===== src/conv_cfg.svh =====
`ifndef CONV_CFG_SVH
`define CONV_CFG_SVH

// Pixels per window, one coefficient per tap.
`define CONV_TAPS 9

// Pixel and coefficient width.
`define CONV_SAMPLE_W 16

// Two operand widths plus guard bits for the tap sum.
`define CONV_ACC_W 36

// Rounding shift and saturated output width.
`define CONV_SHIFT 8
`define CONV_OUT_W 16

`endif


===== src/conv_pkg.sv =====
`default_nettype none

`include "conv_cfg.svh"

package conv_pkg;

    // Signed pixel sample.
    typedef logic signed [`CONV_SAMPLE_W-1:0] sample_t;

    // Signed kernel coefficient.
    typedef logic signed [`CONV_SAMPLE_W-1:0] coef_t;

    // Running window sum.
    typedef logic signed [`CONV_ACC_W-1:0] acc_t;

    // Tap position inside a window, 0 to CONV_TAPS-1.
    typedef logic [$clog2(`CONV_TAPS)-1:0] tap_idx_t;

    // Rounded and saturated result.
    typedef logic signed [`CONV_OUT_W-1:0] out_t;

endpackage

`default_nettype wire


===== src/mac_if.sv =====
`default_nettype none

// Paired operands from the kernel store into the MAC pipeline.
interface mac_if;
    import conv_pkg::*;

    logic    valid;   // Single-cycle strobe.
    sample_t sample;  // Pixel of this tap.
    coef_t   coef;    // Coefficient of this tap.
    logic    first;   // Tap 0 of a window.
    logic    last;    // Final tap of a window.

    modport src (
        output valid, sample, coef, first, last
    );

    modport dst (
        input  valid, sample, coef, first, last
    );

endinterface

`default_nettype wire


===== src/kernel_store.sv =====
`default_nettype none

`include "conv_cfg.svh"

module kernel_store (
    input  logic                clk,
    input  logic                rst,

    input  logic                coef_valid,
    input  conv_pkg::tap_idx_t  coef_addr,
    input  conv_pkg::coef_t     coef_data,

    input  logic                pix_valid,
    input  conv_pkg::sample_t   pix_data,

    mac_if.src                  mac
);
    import conv_pkg::*;

    localparam tap_idx_t LAST_TAP = tap_idx_t'(`CONV_TAPS - 1);

    coef_t    coef_mem [`CONV_TAPS];  // One register per tap.
    tap_idx_t tap_cnt;                // Position of the next pixel.
    logic     tap_first;
    logic     tap_last;

    assign tap_first = (tap_cnt == '0);
    assign tap_last  = (tap_cnt == LAST_TAP);

    // Coefficient writes take effect at the next edge.
    always_ff @(posedge clk or posedge rst) begin
        if (rst) begin
            for (int i = 0; i < `CONV_TAPS; i++) begin
                coef_mem[i] <= '0;
            end
        end else if (coef_valid) begin
            coef_mem[coef_addr] <= coef_data;
        end
    end

    // Tap counter, wraps at the end of each window.
    always_ff @(posedge clk or posedge rst) begin
        if (rst) begin
            tap_cnt <= '0;
        end else if (pix_valid) begin
            tap_cnt <= tap_last ? '0 : tap_cnt + 1'b1;
        end
    end

    // Pixel and its coefficient leave together one cycle after the strobe.
    always_ff @(posedge clk or posedge rst) begin
        if (rst) begin
            mac.valid  <= 1'b0;
            mac.first  <= 1'b0;
            mac.last   <= 1'b0;
            mac.sample <= '0;
            mac.coef   <= '0;
        end else begin
            mac.valid <= pix_valid;
            mac.first <= pix_valid & tap_first;  // Restarts the sum downstream.
            mac.last  <= pix_valid & tap_last;   // Closes the window.
            if (pix_valid) begin
                mac.sample <= pix_data;
                mac.coef   <= coef_mem[tap_cnt];
            end
        end
    end

    // A write outside the kernel would be silently lost.
    a_coef_addr_range: assert property (@(posedge clk) disable iff (rst)
        coef_valid |-> (coef_addr < `CONV_TAPS));

    // Framing flags ride only on valid beats of the interface.
    a_flags_with_valid: assert property (@(posedge clk) disable iff (rst)
        (mac.first || mac.last) |-> mac.valid);

endmodule

`default_nettype wire


===== src/multiply_acc.sv =====
`default_nettype none

`include "conv_cfg.svh"

module multiply_acc (
    input  logic            clk,
    input  logic            rst,

    mac_if.dst              mac,

    output logic            acc_valid,
    output conv_pkg::acc_t  acc_sum
);
    import conv_pkg::*;

    typedef logic signed [2*`CONV_SAMPLE_W-1:0] prod_t;

    // Stage 1, operand register.
    logic    s1_valid;
    logic    s1_first;
    logic    s1_last;
    sample_t s1_sample;
    coef_t   s1_coef;

    // Stage 2, product register.
    logic    s2_valid;
    logic    s2_first;
    logic    s2_last;
    prod_t   s2_product;

    always_ff @(posedge clk or posedge rst) begin
        if (rst) begin
            s1_valid  <= 1'b0;
            s1_first  <= 1'b0;
            s1_last   <= 1'b0;
            s1_sample <= '0;
            s1_coef   <= '0;
        end else begin
            s1_valid <= mac.valid;
            s1_first <= mac.valid & mac.first;
            s1_last  <= mac.valid & mac.last;
            if (mac.valid) begin
                s1_sample <= mac.sample;
                s1_coef   <= mac.coef;
            end
        end
    end

    always_ff @(posedge clk or posedge rst) begin
        if (rst) begin
            s2_valid   <= 1'b0;
            s2_first   <= 1'b0;
            s2_last    <= 1'b0;
            s2_product <= '0;
        end else begin
            s2_valid   <= s1_valid;
            s2_first   <= s1_first;
            s2_last    <= s1_last;
            s2_product <= s1_sample * s1_coef;  // Full-width signed product.
        end
    end

    // Stage 3. The first tap reloads the sum, so windows can overlap.
    always_ff @(posedge clk or posedge rst) begin
        if (rst) begin
            acc_valid <= 1'b0;
            acc_sum   <= '0;
        end else begin
            acc_valid <= s2_valid & s2_last;
            if (s2_valid) begin
                acc_sum <= s2_first ? acc_t'(s2_product) : acc_sum + acc_t'(s2_product);
            end
        end
    end

    a_product_correct: assert property (@(posedge clk) disable iff (rst)
        !$past(rst) |-> (s2_product == $past(s1_sample) * $past(s1_coef)));

    // No stale window may leak out right after reset.
    a_no_valid_after_rst: assert property (@(posedge clk)
        $past(rst) |-> !acc_valid);

endmodule

`default_nettype wire


===== src/result_emitter.sv =====
`default_nettype none

`include "conv_cfg.svh"

module result_emitter (
    input  logic            clk,
    input  logic            rst,

    input  logic            acc_valid,
    input  conv_pkg::acc_t  acc_sum,

    output logic            result_valid,
    output conv_pkg::out_t  result,
    output logic            result_clipped
);
    import conv_pkg::*;

    localparam out_t OUT_MAX = {1'b0, {(`CONV_OUT_W-1){1'b1}}};
    localparam out_t OUT_MIN = {1'b1, {(`CONV_OUT_W-1){1'b0}}};

    acc_t shifted;
    logic over_hi;
    logic over_lo;
    out_t clamped;

    // Arithmetic shift rounds toward negative infinity.
    assign shifted = acc_sum >>> `CONV_SHIFT;

    assign over_hi = (shifted > acc_t'(OUT_MAX));
    assign over_lo = (shifted < acc_t'(OUT_MIN));

    always_comb begin
        if (over_hi) begin
            clamped = OUT_MAX;
        end else if (over_lo) begin
            clamped = OUT_MIN;
        end else begin
            clamped = out_t'(shifted);  // Fits, drop the sign extension.
        end
    end

    always_ff @(posedge clk or posedge rst) begin
        if (rst) begin
            result_valid   <= 1'b0;
            result_clipped <= 1'b0;
            result         <= '0;
        end else begin
            result_valid   <= acc_valid;
            result_clipped <= acc_valid & (over_hi | over_lo);
            if (acc_valid) begin
                result <= clamped;
            end
        end
    end

    a_clip_with_valid: assert property (@(posedge clk) disable iff (rst)
        result_clipped |-> result_valid);

endmodule

`default_nettype wire


===== src/conv_engine.sv =====
`default_nettype none

module conv_engine (
    input  logic                clk,
    input  logic                rst,

    // Kernel coefficient writes.
    input  logic                coef_valid,
    input  conv_pkg::tap_idx_t  coef_addr,
    input  conv_pkg::coef_t     coef_data,

    // Pixel stream, one sample per strobe.
    input  logic                pix_valid,
    input  conv_pkg::sample_t   pix_data,

    // One strobe per completed window.
    output logic                result_valid,
    output conv_pkg::out_t      result,
    output logic                result_clipped
);
    import conv_pkg::*;

    logic acc_valid;
    acc_t acc_sum;

    mac_if u_mac_if ();

    kernel_store u_kernel_store (
        .clk        (clk),
        .rst        (rst),
        .coef_valid (coef_valid),
        .coef_addr  (coef_addr),
        .coef_data  (coef_data),
        .pix_valid  (pix_valid),
        .pix_data   (pix_data),
        .mac        (u_mac_if.src)
    );

    multiply_acc u_multiply_acc (
        .clk       (clk),
        .rst       (rst),
        .mac       (u_mac_if.dst),
        .acc_valid (acc_valid),
        .acc_sum   (acc_sum)
    );

    result_emitter u_result_emitter (
        .clk            (clk),
        .rst            (rst),
        .acc_valid      (acc_valid),
        .acc_sum        (acc_sum),
        .result_valid   (result_valid),
        .result         (result),
        .result_clipped (result_clipped)
    );

endmodule

`default_nettype wire


===== config.mk =====
export PLATFORM = sky130hd
export DESIGN_NAME = conv_engine
export DESIGN_NICKNAME = d
export VERILOG_FILES = /design/src/conv_pkg.sv /design/src/mac_if.sv /design/src/kernel_store.sv /design/src/multiply_acc.sv /design/src/result_emitter.sv /design/src/conv_engine.sv
export VERILOG_INCLUDE_DIRS = /design/src /design/src/src
export SDC_FILE = /design/constraint.sdc
export NUM_CORES = 1
export LEC_CHECK = 0
export BUFFER_PORTS_ARGS = -buffer_cell sky130_fd_sc_hd__buf_4
export CAP_MARGIN = 40
export CORE_UTILIZATION = 60
export DETAILED_ROUTE_END_ITERATION = 8
export GPL_TIMING_DRIVEN = 0
export PLACE_DENSITY = 0.79
export SKIP_LAST_GASP = 1
export SLEW_MARGIN = 30
export SYNTH_ARGS = -nofsm -noshare
export SYNTH_HDL_FRONTEND = slang
export SYNTH_SLANG_ARGS = --single-unit
export TNS_END_PERCENT = 5

===== constraint.sdc =====
create_clock -name clk -period 15.6 [get_ports clk]
set_input_delay 2.34 -clock clk [delete_from_list [all_inputs] [get_ports clk]]
set_output_delay 2.34 -clock clk [all_outputs]
set_load 0.02 [all_outputs]

Word-level counts from Yosys, hierarchy flattened
Index checks and enable logic that the tools add are counted.

operators by class
  div/mod/pow operators = 0
  shifts and indexed selects = 0
  bitwise logic cells = 9
  order comparisons = 5
  multiplexer cells = 10
  multipliers = 1
  equal/unequal tests = 1
  $add $sub $neg = 2
  reductions and logical operators = 2

operators with widths
  operator                                                                            number
  144-bit bitwise mux                                                                 1
  16-bit two-way mux                                                                  5
  16-bit binary-select mux with 4-bit select                                          1
  16-bit demux with 4-bit select                                                      1
  36-bit by 32-bit adder with 36-bit output                                           1
  36-bit two-way mux                                                                  1
  16-bit by 16-bit multiplier with 32-bit output                                      1
  28-bit by 16-bit greater-than comparator with 1-bit output (second input constant)  1
  28-bit by 16-bit less-than comparator with 1-bit output (second input constant)     1
  5-bit greater-or-equal comparator (second input constant)                           2
  4-bit NOT with 5-bit output                                                         2
  1-bit AND                                                                           6
  5-bit by 1-bit less-than comparator with 1-bit output (second input constant)       1
  4-bit by 1-bit adder with 4-bit output (second input constant)                      1
  4-bit == test (second input constant)                                               1
  4-bit logical NOT                                                                   1
  4-bit two-way mux                                                                   1
  1-bit logical AND                                                                   1
  1-bit OR                                                                            1

word-level totals
  bits in registers = 308
  bits in read-only memories = 0
  bits in writable memories = 0
  logic and storage cells = 59
  latch bits = 0
  output and inout port bits = 18
  memories = 0

Depth between registers and ports, before layout
Gate-level depths: netlist of run 1.

  word-level depth = 6
  depth in mapped cells = 27

By module
A second synthesis of run 1 with hierarchy kept.

unflattened totals
  cell total of the unflattened synthesis = 2275
  area total of the unflattened synthesis = 24350.9 µm²

modules (own cells, without submodules)
  module          times used  area each (µm²)  cells each
  multiply_acc    1           15453.6          1664
  kernel_store    1           8066.5           526
  result_emitter  1           830.8            85

Worst setup path before layout of run 1
No wires, ideal clock.

  path kind = flip-flop to flip-flop
  from = register u_multiply_acc.s1_sample[6]
  to = register u_multiply_acc.s2_product[31]
  data arrival time = 6.255 ns
  setup slack = 9.265 ns
  stages on the path, launching flop included = 25
  library setup time = 0.080 ns
  clock period less this slack = 6.335 ns
  required time = 15.520 ns
  cell sequence = dfrtp_1 -> clkbuf_1 -> and2_1 -> fa_1 -> inv_1 -> fa_1 -> fa_1 -> inv_1 -> fa_1 -> fa_1 -> inv_1 -> fa_1 -> inv_1 -> ha_1 -> a21o_1 -> a21o_1 -> a21oi_1 -> o21ai_0 -> or4_1 -> o221ai_2 -> o221ai_1 -> nor3_1 -> o21bai_1 -> a21oi_1 -> xnor2_1

on the way
  word-level cells in the longest chain between the ends = 1

RTL lines
  element                                         RTL line            source
  from (decl)                                     multiply_acc.sv:22  sample_t s1_sample;
  from (signal assigned)                          multiply_acc.sv:43  s1_sample <= mac.sample;
  16-bit by 16-bit multiplier with 32-bit output  multiply_acc.sv:59  s2_product <= s1_sample * s1_coef;
  to (signal assigned)                            multiply_acc.sv:59
  to (decl)                                       multiply_acc.sv:29  prod_t s2_product;

No other way between the ends.
A chain may end at the register's enable or synchronous reset.

Final worst setup path of run 1
  from = register u_multiply_acc.s1_coef[9]
  to = register u_multiply_acc.s2_product[31]

on the way
  word-level cells in the longest chain between the ends = 1

RTL lines
  element                                         RTL line            source
  from (decl)                                     multiply_acc.sv:23  coef_t s1_coef;
  from (signal assigned)                          multiply_acc.sv:44  s1_coef <= mac.coef;
  16-bit by 16-bit multiplier with 32-bit output  multiply_acc.sv:59

No other way between the ends.

==> impl_results.md, run 1 <==
* Final worst path period share at between 40% and 50%
* Cell count after synthesis at 2213
* Vias at 16500
* Share of layout cells above drive strength 1 at 15.6%
* HPWL Detailed at between 40 and 50 mm
* Max Cap Viol at 0
* Fin nets at 2734
* CP arrival at 8060 ps
* Routability cong. at 0.953
* Num CTS Buffers at 34
* RSZ-0062 raised after global routing: no
* Mapped Nets at 2635
* Post-synth EDFFs at 0
* Synth-to-Final Area Change at 9.96%
* WS Path Type: flip-flop to flip-flop
* #FFs+latches synth at 308
* Clk sink count at slightly above 300
* Critical path's slowest cell: fa_1
* Worst hold path type: flip-flop to flip-flop
* # DRC at 0
* Count of final setup violators at 0
* Initial Utilization at 61.4%
* Fin. Hold Viols at 0
* Commonest cells after routing, fill and taps aside: 327 x inv_1, 308 x dfrtp_1, 263 x fa_1, 192 x mux2_2, 158 x nand2_1
* Hold bufs inserted after CTS at 0
* Port Buf Inserts at 55
* Total core area at 0.0390 mm2
* CTS tree: built
* CP max FO at 10
* Seq/Total Area, Yosys at 32.2%
* I/O pin cnt at 58
* Die Y at 202 um
* Outcome: completed
* Initial antenna violation count at 0
* Clk_skew at 19.8 ps
* Vias in the first global route at 17600
* Area of the multi-input gates at 0.0147 mm2
* Share of flip-flops with an asynchronous set or reset at 100%
* First-pass GRT wire length at 91.8 mm
* # diodes at 0
* Max incr delay on CP at 560 ps
* Yosys cell types at 70
* First-pass iteration count of the detailed router at 5
* Total negative slack at 0 ps
* Clk slew on worst S/H paths at 70 ps
* Vias/cell at 5.78
* CTS Root Cell: clkbuf_16
* Routed WL at 54.8 mm
* Cell Chain, Critical Path: clkbuf_1 > clkbuf_1 > nand2_1 > fa_1 > inv_1 > fa_1 > ha_1 > fa_1 > fa_1 > inv_1 > fa_1 > inv_1 > ha_1 > a21o_1 > a21o_1 > a21oi_1 > o21ai_0 > or3_1 > o221ai_2 > o221ai_1 > nor3_1 > o21bai_1 > a21oi_1 > xnor2_1
* Max clock buf depth at 3
* Clock Latency Late Sink at ~550 ps
* Die area at ~0.041 mm2
* Gr usage total at 28.7%
* Synth Flop Type: dfrtp_1
* H-tree depth at 2
* Fill count at between 2000 and 3000
* Min Clock Period, post-route at 7660 ps
* Die X at 202 um
* Tightest Pin Transition at 832 ps
* Critical path's most frequent cell: fa_1
* Post-Syn Area at 0.0240 mm2
* Core Rows at 72
* Drt wl/cell at 19.2 um
* Critical Path Source Type: flip-flop
* Largest net degree at the start of global routing at 98
* Final ANT Viol Nets at 0
* Commonest non-fill, non-tap cell in the layout: inv_1
* Crit end category: flip-flop
* Reg area at 0.00771 mm2
* Initial DRC count at 1093
* Slew margin rel. at 44.6%
* Max-slew violations at 0
* Synthesized area per cell at 10.8 um2
* Buffers inserted by post-CTS timing repair at 0
* Grt total ovfl at 0
* Post-cts sizing count at 0
* Data required time of the worst path at 16000 ps
* Ys Warns at 0
* Fmax at roughly 130 MHz
==> metrics by stage <==
step           cells  hold WS, ps  instance area (um2)  setup slack, ps  util (%)
6_report        2852          369                26300             7940      67.5
5_1_grt         2852          379                26300             7530      67.5
4_1_cts         2850          373                26300             8070      67.5
3_5_place_dp    2792          358                25200             8090      64.5
3_3_place_gp    2786          339                25000             1900      64.1
2_1_floorplan   2213          331                24000             4740         -
==> final timing paths <==
kind / start / end / slack, ps / cells past startpoint
max in group asynchronous: rst / u_multiply_acc.s1_valid$_DFF_PP0_ / 12220 / 5
max: u_multiply_acc.s1_coef[9]$_DFFE_PP0P_ / u_multiply_acc.s2_product[31]$_DFF_PP0_ / 7940 / 24
min: u_multiply_acc.s1_last$_DFF_PP0_ / u_multiply_acc.s2_last$_DFF_PP0_ / 370 / 0
max reg2reg: u_multiply_acc.s1_coef[9]$_DFFE_PP0P_ / u_multiply_acc.s2_product[31]$_DFF_PP0_ / 7940 / 24
min in group asynchronous: rst / u_multiply_acc.acc_sum[1]$_DFFE_PP0P_ / 1770 / 2
min reg2reg: u_multiply_acc.s1_last$_DFF_PP0_ / u_multiply_acc.s2_last$_DFF_PP0_ / 370 / 0
==> critical path, delay by kind of cell (launching register included) <==
family	cells	cell delay [ps]
AND/OR/NAND/NOR	3	810
XOR/XNOR	1	260
buffers and inverters	5	1130
AO/OA/AOI/OAI	8	1650
flip-flops	1	320
adder cells (fa/ha/maj)	7	3320
==> registers in the layout, summed over array words and instances (netlist names) <==
register / flops
u_kernel_store.coef_mem: 144
u_kernel_store.mac.coef: 16
u_kernel_store.mac.first: 1
u_kernel_store.mac.last: 1
u_kernel_store.mac.sample: 16
u_kernel_store.mac.valid: 1
u_kernel_store.tap_cnt: 4
u_multiply_acc.acc_sum: 36
u_multiply_acc.acc_valid: 1
u_multiply_acc.s1_coef: 16
u_multiply_acc.s1_first: 1
u_multiply_acc.s1_last: 1
u_multiply_acc.s1_sample: 16
u_multiply_acc.s1_valid: 1
u_multiply_acc.s2_first: 1
u_multiply_acc.s2_last: 1
u_multiply_acc.s2_product: 32
u_multiply_acc.s2_valid: 1
u_result_emitter.result: 16
u_result_emitter.result_clipped: 1
u_result_emitter.result_valid: 1
==> Yosys cell counts, drive strengths merged, types with 3 or more instances <==
| cell type | n | area, um2 |
|---|---|---|
| nand4 | 6 | 37.5 |
| xnor2 | 39 | 342 |
| nand3b | 3 | 22.5 |
| nand2 | 158 | 593 |
| ha | 119 | 1490 |
| nand3 | 14 | 70.1 |
| o21a | 11 | 82.6 |
| a21o | 27 | 203 |
| and3 | 4 | 25.0 |
| o21ai | 58 | 294 |
| o21bai | 6 | 45.0 |
| fa | 263 | 5270 |
| mux2i | 20 | 200 |
| o31ai | 5 | 42.5 |
| a31oi | 10 | 77.6 |
| nor2 | 120 | 450 |
| nor4 | 3 | 18.8 |
| a211oi | 10 | 97.6 |
| nor3 | 12 | 60.1 |
| mux4 | 32 | 721 |
| mux2 | 193 | 2170 |
| o22ai | 3 | 18.8 |
| a21oi | 134 | 678 |
| xor2 | 21 | 184 |
| buf | 8 | 33.8 |
| nor3b | 7 | 57.6 |
| dfrtp | 308 | 7710 |
| or3 | 3 | 18.8 |
| o211ai | 22 | 170 |
| and2 | 128 | 801 |
| nand2b | 13 | 81.3 |
| inv | 328 | 1230 |
| a211o | 4 | 35.0 |
| clkbuf | 88 | 334 |
| nor2b | 6 | 37.5 |
==> kinds of logic after synthesis <==
family | synth area share [%]
and+or+nand+nor | 9.80
buffers and inverters | 6.67
adders and majority gates | 28.2
AOI/OAI and AO/OA | 8.05
DFF | 32.2
muxes | 12.9
xor gates and xnor gates | 2.19
==> final cells by class <==
| cell class | instances | share of cell area, % |
|---|---|---|
| clock buffers | 49 | 3.90 |
| clock inverters | 9 | 0.551 |
| plain buffers | 96 | 1.40 |
| flip-flops and latches | 308 | 29.3 |
| multi-input cells | 1481 | 55.7 |
| inverters | 328 | 4.70 |
| well taps | 518 | 2.46 |
| repair buffers | 63 | 2.06 |
==> metal layers <==
| layer | up-vias | track usage (%) | wire (um) |
|---|---|---|---|
| li1 | 7420 | - | - |
| met1 | 8395 | 39.4 | 23400 |
| met2 | 557 | 46.7 | 26200 |
| met3 | 105 | 4.32 | 3630 |
| met4 | 0 | 10.2 | 1640 |
| met5 | - | 0 | 0 |
Power of run 1 is left out: the tool's default activity adds up to more than one toggle a clock period on the data nets, which glitch-free logic cannot reach.
==> inputs of run 2 (changes only) <==
Settings changed: CORE_UTILIZATION 60 to 58, PLACE_DENSITY 0.79 to 0.8.
Clock period 15.6 ns to 6.84 ns, I/O delays scaled along.
==> impl_results.md, run 2 (same netlist as run 1, synthesis figures left out) <==
* Initial Utilization at approximately three fifths
* CP max FO at 10
* Gr usage total at between 20 and 30%
* Critical path's slowest cell: fa_1
* CP arrival at 7320 ps
* Worst hold path type: flip-flop to flip-flop
* Die area at 0.0421 mm2
* Setup ws final at -45.1 ps
* Max reg flops at approximately 140
* Count of final setup violators at 2
* Critical Path Source Type: flip-flop
* Outcome: finished, violations left
* Failing checks: negative setup slack
* Reg area at 0.00772 mm2
* Top reg by flops: u_kernel_store.coef_mem
* Core Rows at 74
* CTS Root Cell: clkbuf_16
* Crit end category: flip-flop
* FF-to-FF Start: u_multiply_acc.s1_coef[5]$_DFFE_PP0P_
* Area of the multi-input gates at 0.0147 mm2
* Worst R2R Path Depth at 24
* Num CTS Buffers at 35
* Max clock buf depth at 3
* Critical path's most frequent cell: fa_1
* Min-Delay Endpoint: u_multiply_acc.s2_last$_DFF_PP0_
* I/O pin cnt at a little under 60
* Hold_sp: u_multiply_acc.s1_last$_DFF_PP0_
* Post-route cell area at 0.0266 mm2
* First-pass iteration count of the detailed router at 5
* Share of layout cells above drive strength 1 at 17.8%
* Total core area at 0.0407 mm2
* Final Util at ~65%
* CP top delay family: adder cells
* Beginning of the critical path: u_multiply_acc.s1_coef[5]$_DFFE_PP0P_
* Final worst path period share at 101%
* Max incr delay on CP at 570 ps
* # diodes at 0
* Hold Path Depth at 0
* Biggest regs: u_kernel_store.coef_mem x144, u_multiply_acc.acc_sum x36, u_multiply_acc.s2_product x32
* Synth-to-Final Area Change at 11.1%
* Die X at 205 um
* Cell Chain, Critical Path: clkbuf_4 > and2_1 > fa_1 > inv_1 > fa_1 > fa_1 > fa_1 > inv_1 > fa_1 > inv_1 > fa_1 > inv_1 > ha_1 > a21o_1 > a21o_1 > a21o_1 > a21oi_1 > o21ai_0 > a31o_2 > a31oi_1 > o21ai_0 > a21o_1 > a21oi_1 > xnor2_1
* Clk_skew at 28.0 ps
* Vias in the first global route at 18100
* Fill count at 3074
* Fin. Hold Viols at 0
* HPWL Detailed at 43.4 mm
* Hold bufs inserted after CTS at 0
* Data required time of the worst path at around 7300 ps
* WS Path Type: flip-flop to flip-flop
* Clk slew on worst S/H paths at 60 ps
* Reg2reg end: u_multiply_acc.s2_product[30]$_DFF_PP0_
* Max-slew violations at 0
* Clk sink count at roughly 300
* Final ANT Viol Nets at 0
* Grt total ovfl at 0
* H-tree depth at 2
* Drt wl/cell at 19.7 um
* Tightest Pin Transition at between 900 and 1000 ps
* Worst path buffer plus inverter count at 5
* Largest net degree at the start of global routing at 32
* Initial antenna violation count at 0
* Max Cap Viol at 0
* Vias at 16500
* Area after DPL at 0.0253 mm2
* RSZ-0062 raised after global routing: yes
* Fmax at 145 MHz
* CTS tree: built
* Clock Latency Late Sink at 560 ps
* Commonest non-fill, non-tap cell in the layout: inv_1
* Placed cells at 2813
* R2R Setup Slk at -50 ps
* # DRC at 0
* Die Y at roughly 210 um
* Post-route insts no fill at approximately 2900
* Routability cong. at 0.927
* Routed WL at 56.5 mm
* Commonest cells after routing, fill and taps aside: 327 x inv_1, 299 x dfrtp_1, 261 x fa_1, 192 x mux2_2, 158 x nand2_1
* Fin nets at 2742
* First-pass GRT wire length at 94.5 mm
* Initial DRC count at 1073
* Min Clock Period, post-route at 6890 ps
* Total negative slack at -54.9 ps
* Vias/cell at about 5.8
* Port Buf Inserts at 55
* Slew margin rel. at between 30% and 40%
-- run 2: cell types whose count changed in the layout (fill, tap and decap cells not counted), sizes merged --
cell and change:
inv +4, clkinv -3, bufinv -1, clkbuf -1, buf +9
-- run 2: routing by layer --
layer / up-vias / global-route usage [%] / routed length (um)
met3: 117 / 4.43 / 3580
met5: - / 0 / 0
met2: 558 / 49.8 / 27900
li1: 7413 / - / -
met4: 0 / 10.3 / 1890
met1: 8444 / 37.7 / 23200
-- run 2: layout make-up --
type / count / area share (%)
Sequential cell: 308 / 29.0
Multi-Input combinational cell: 1481 / 55.3
Clock inverter: 9 / 0.545
Inverter: 328 / 4.64
Timing Repair Buffer: 72 / 2.67
Clock buffer: 50 / 3.80
Buffer: 94 / 1.55
Tap cell: 532 / 2.50
-- run 2: stage by stage --
step	hold slack, ps	setup WS (ps)
6_report	366	-45.1
5_1_grt	374	-239
4_1_cts	364	-6.23
3_5_place_dp	352	-549
3_3_place_gp	338	-453
2_1_floorplan	331	505
-- run 2: repair_timing --
action                     in CTS  in global routing
gates resized for setup        39                 20
gates cloned                    0                  0
buffers inserted                2                  1
pin swaps                       2                  2
setup endpoints to repair       7                  8
-- run 2: worst max-delay path by stage --
stage | to | slack [ps] | depth (start not counted)
after global placement | u_multiply_acc.s2_product[31]$_DFF_PP0_ | -450 | 23
after floorplan | u_multiply_acc.s2_product[31]$_DFF_PP0_ | 510 | 24
final | u_multiply_acc.s2_product[30]$_DFF_PP0_ | -50 | 24
after CTS | u_multiply_acc.s2_product[30]$_DFF_PP0_ | -6 | 23
after global routing | u_multiply_acc.s2_product[31]$_DFF_PP0_ | -240 | 23
after detailed placement | u_multiply_acc.s2_product[31]$_DFF_PP0_ | -550 | 23
Power of run 2 is left out for the same reason.
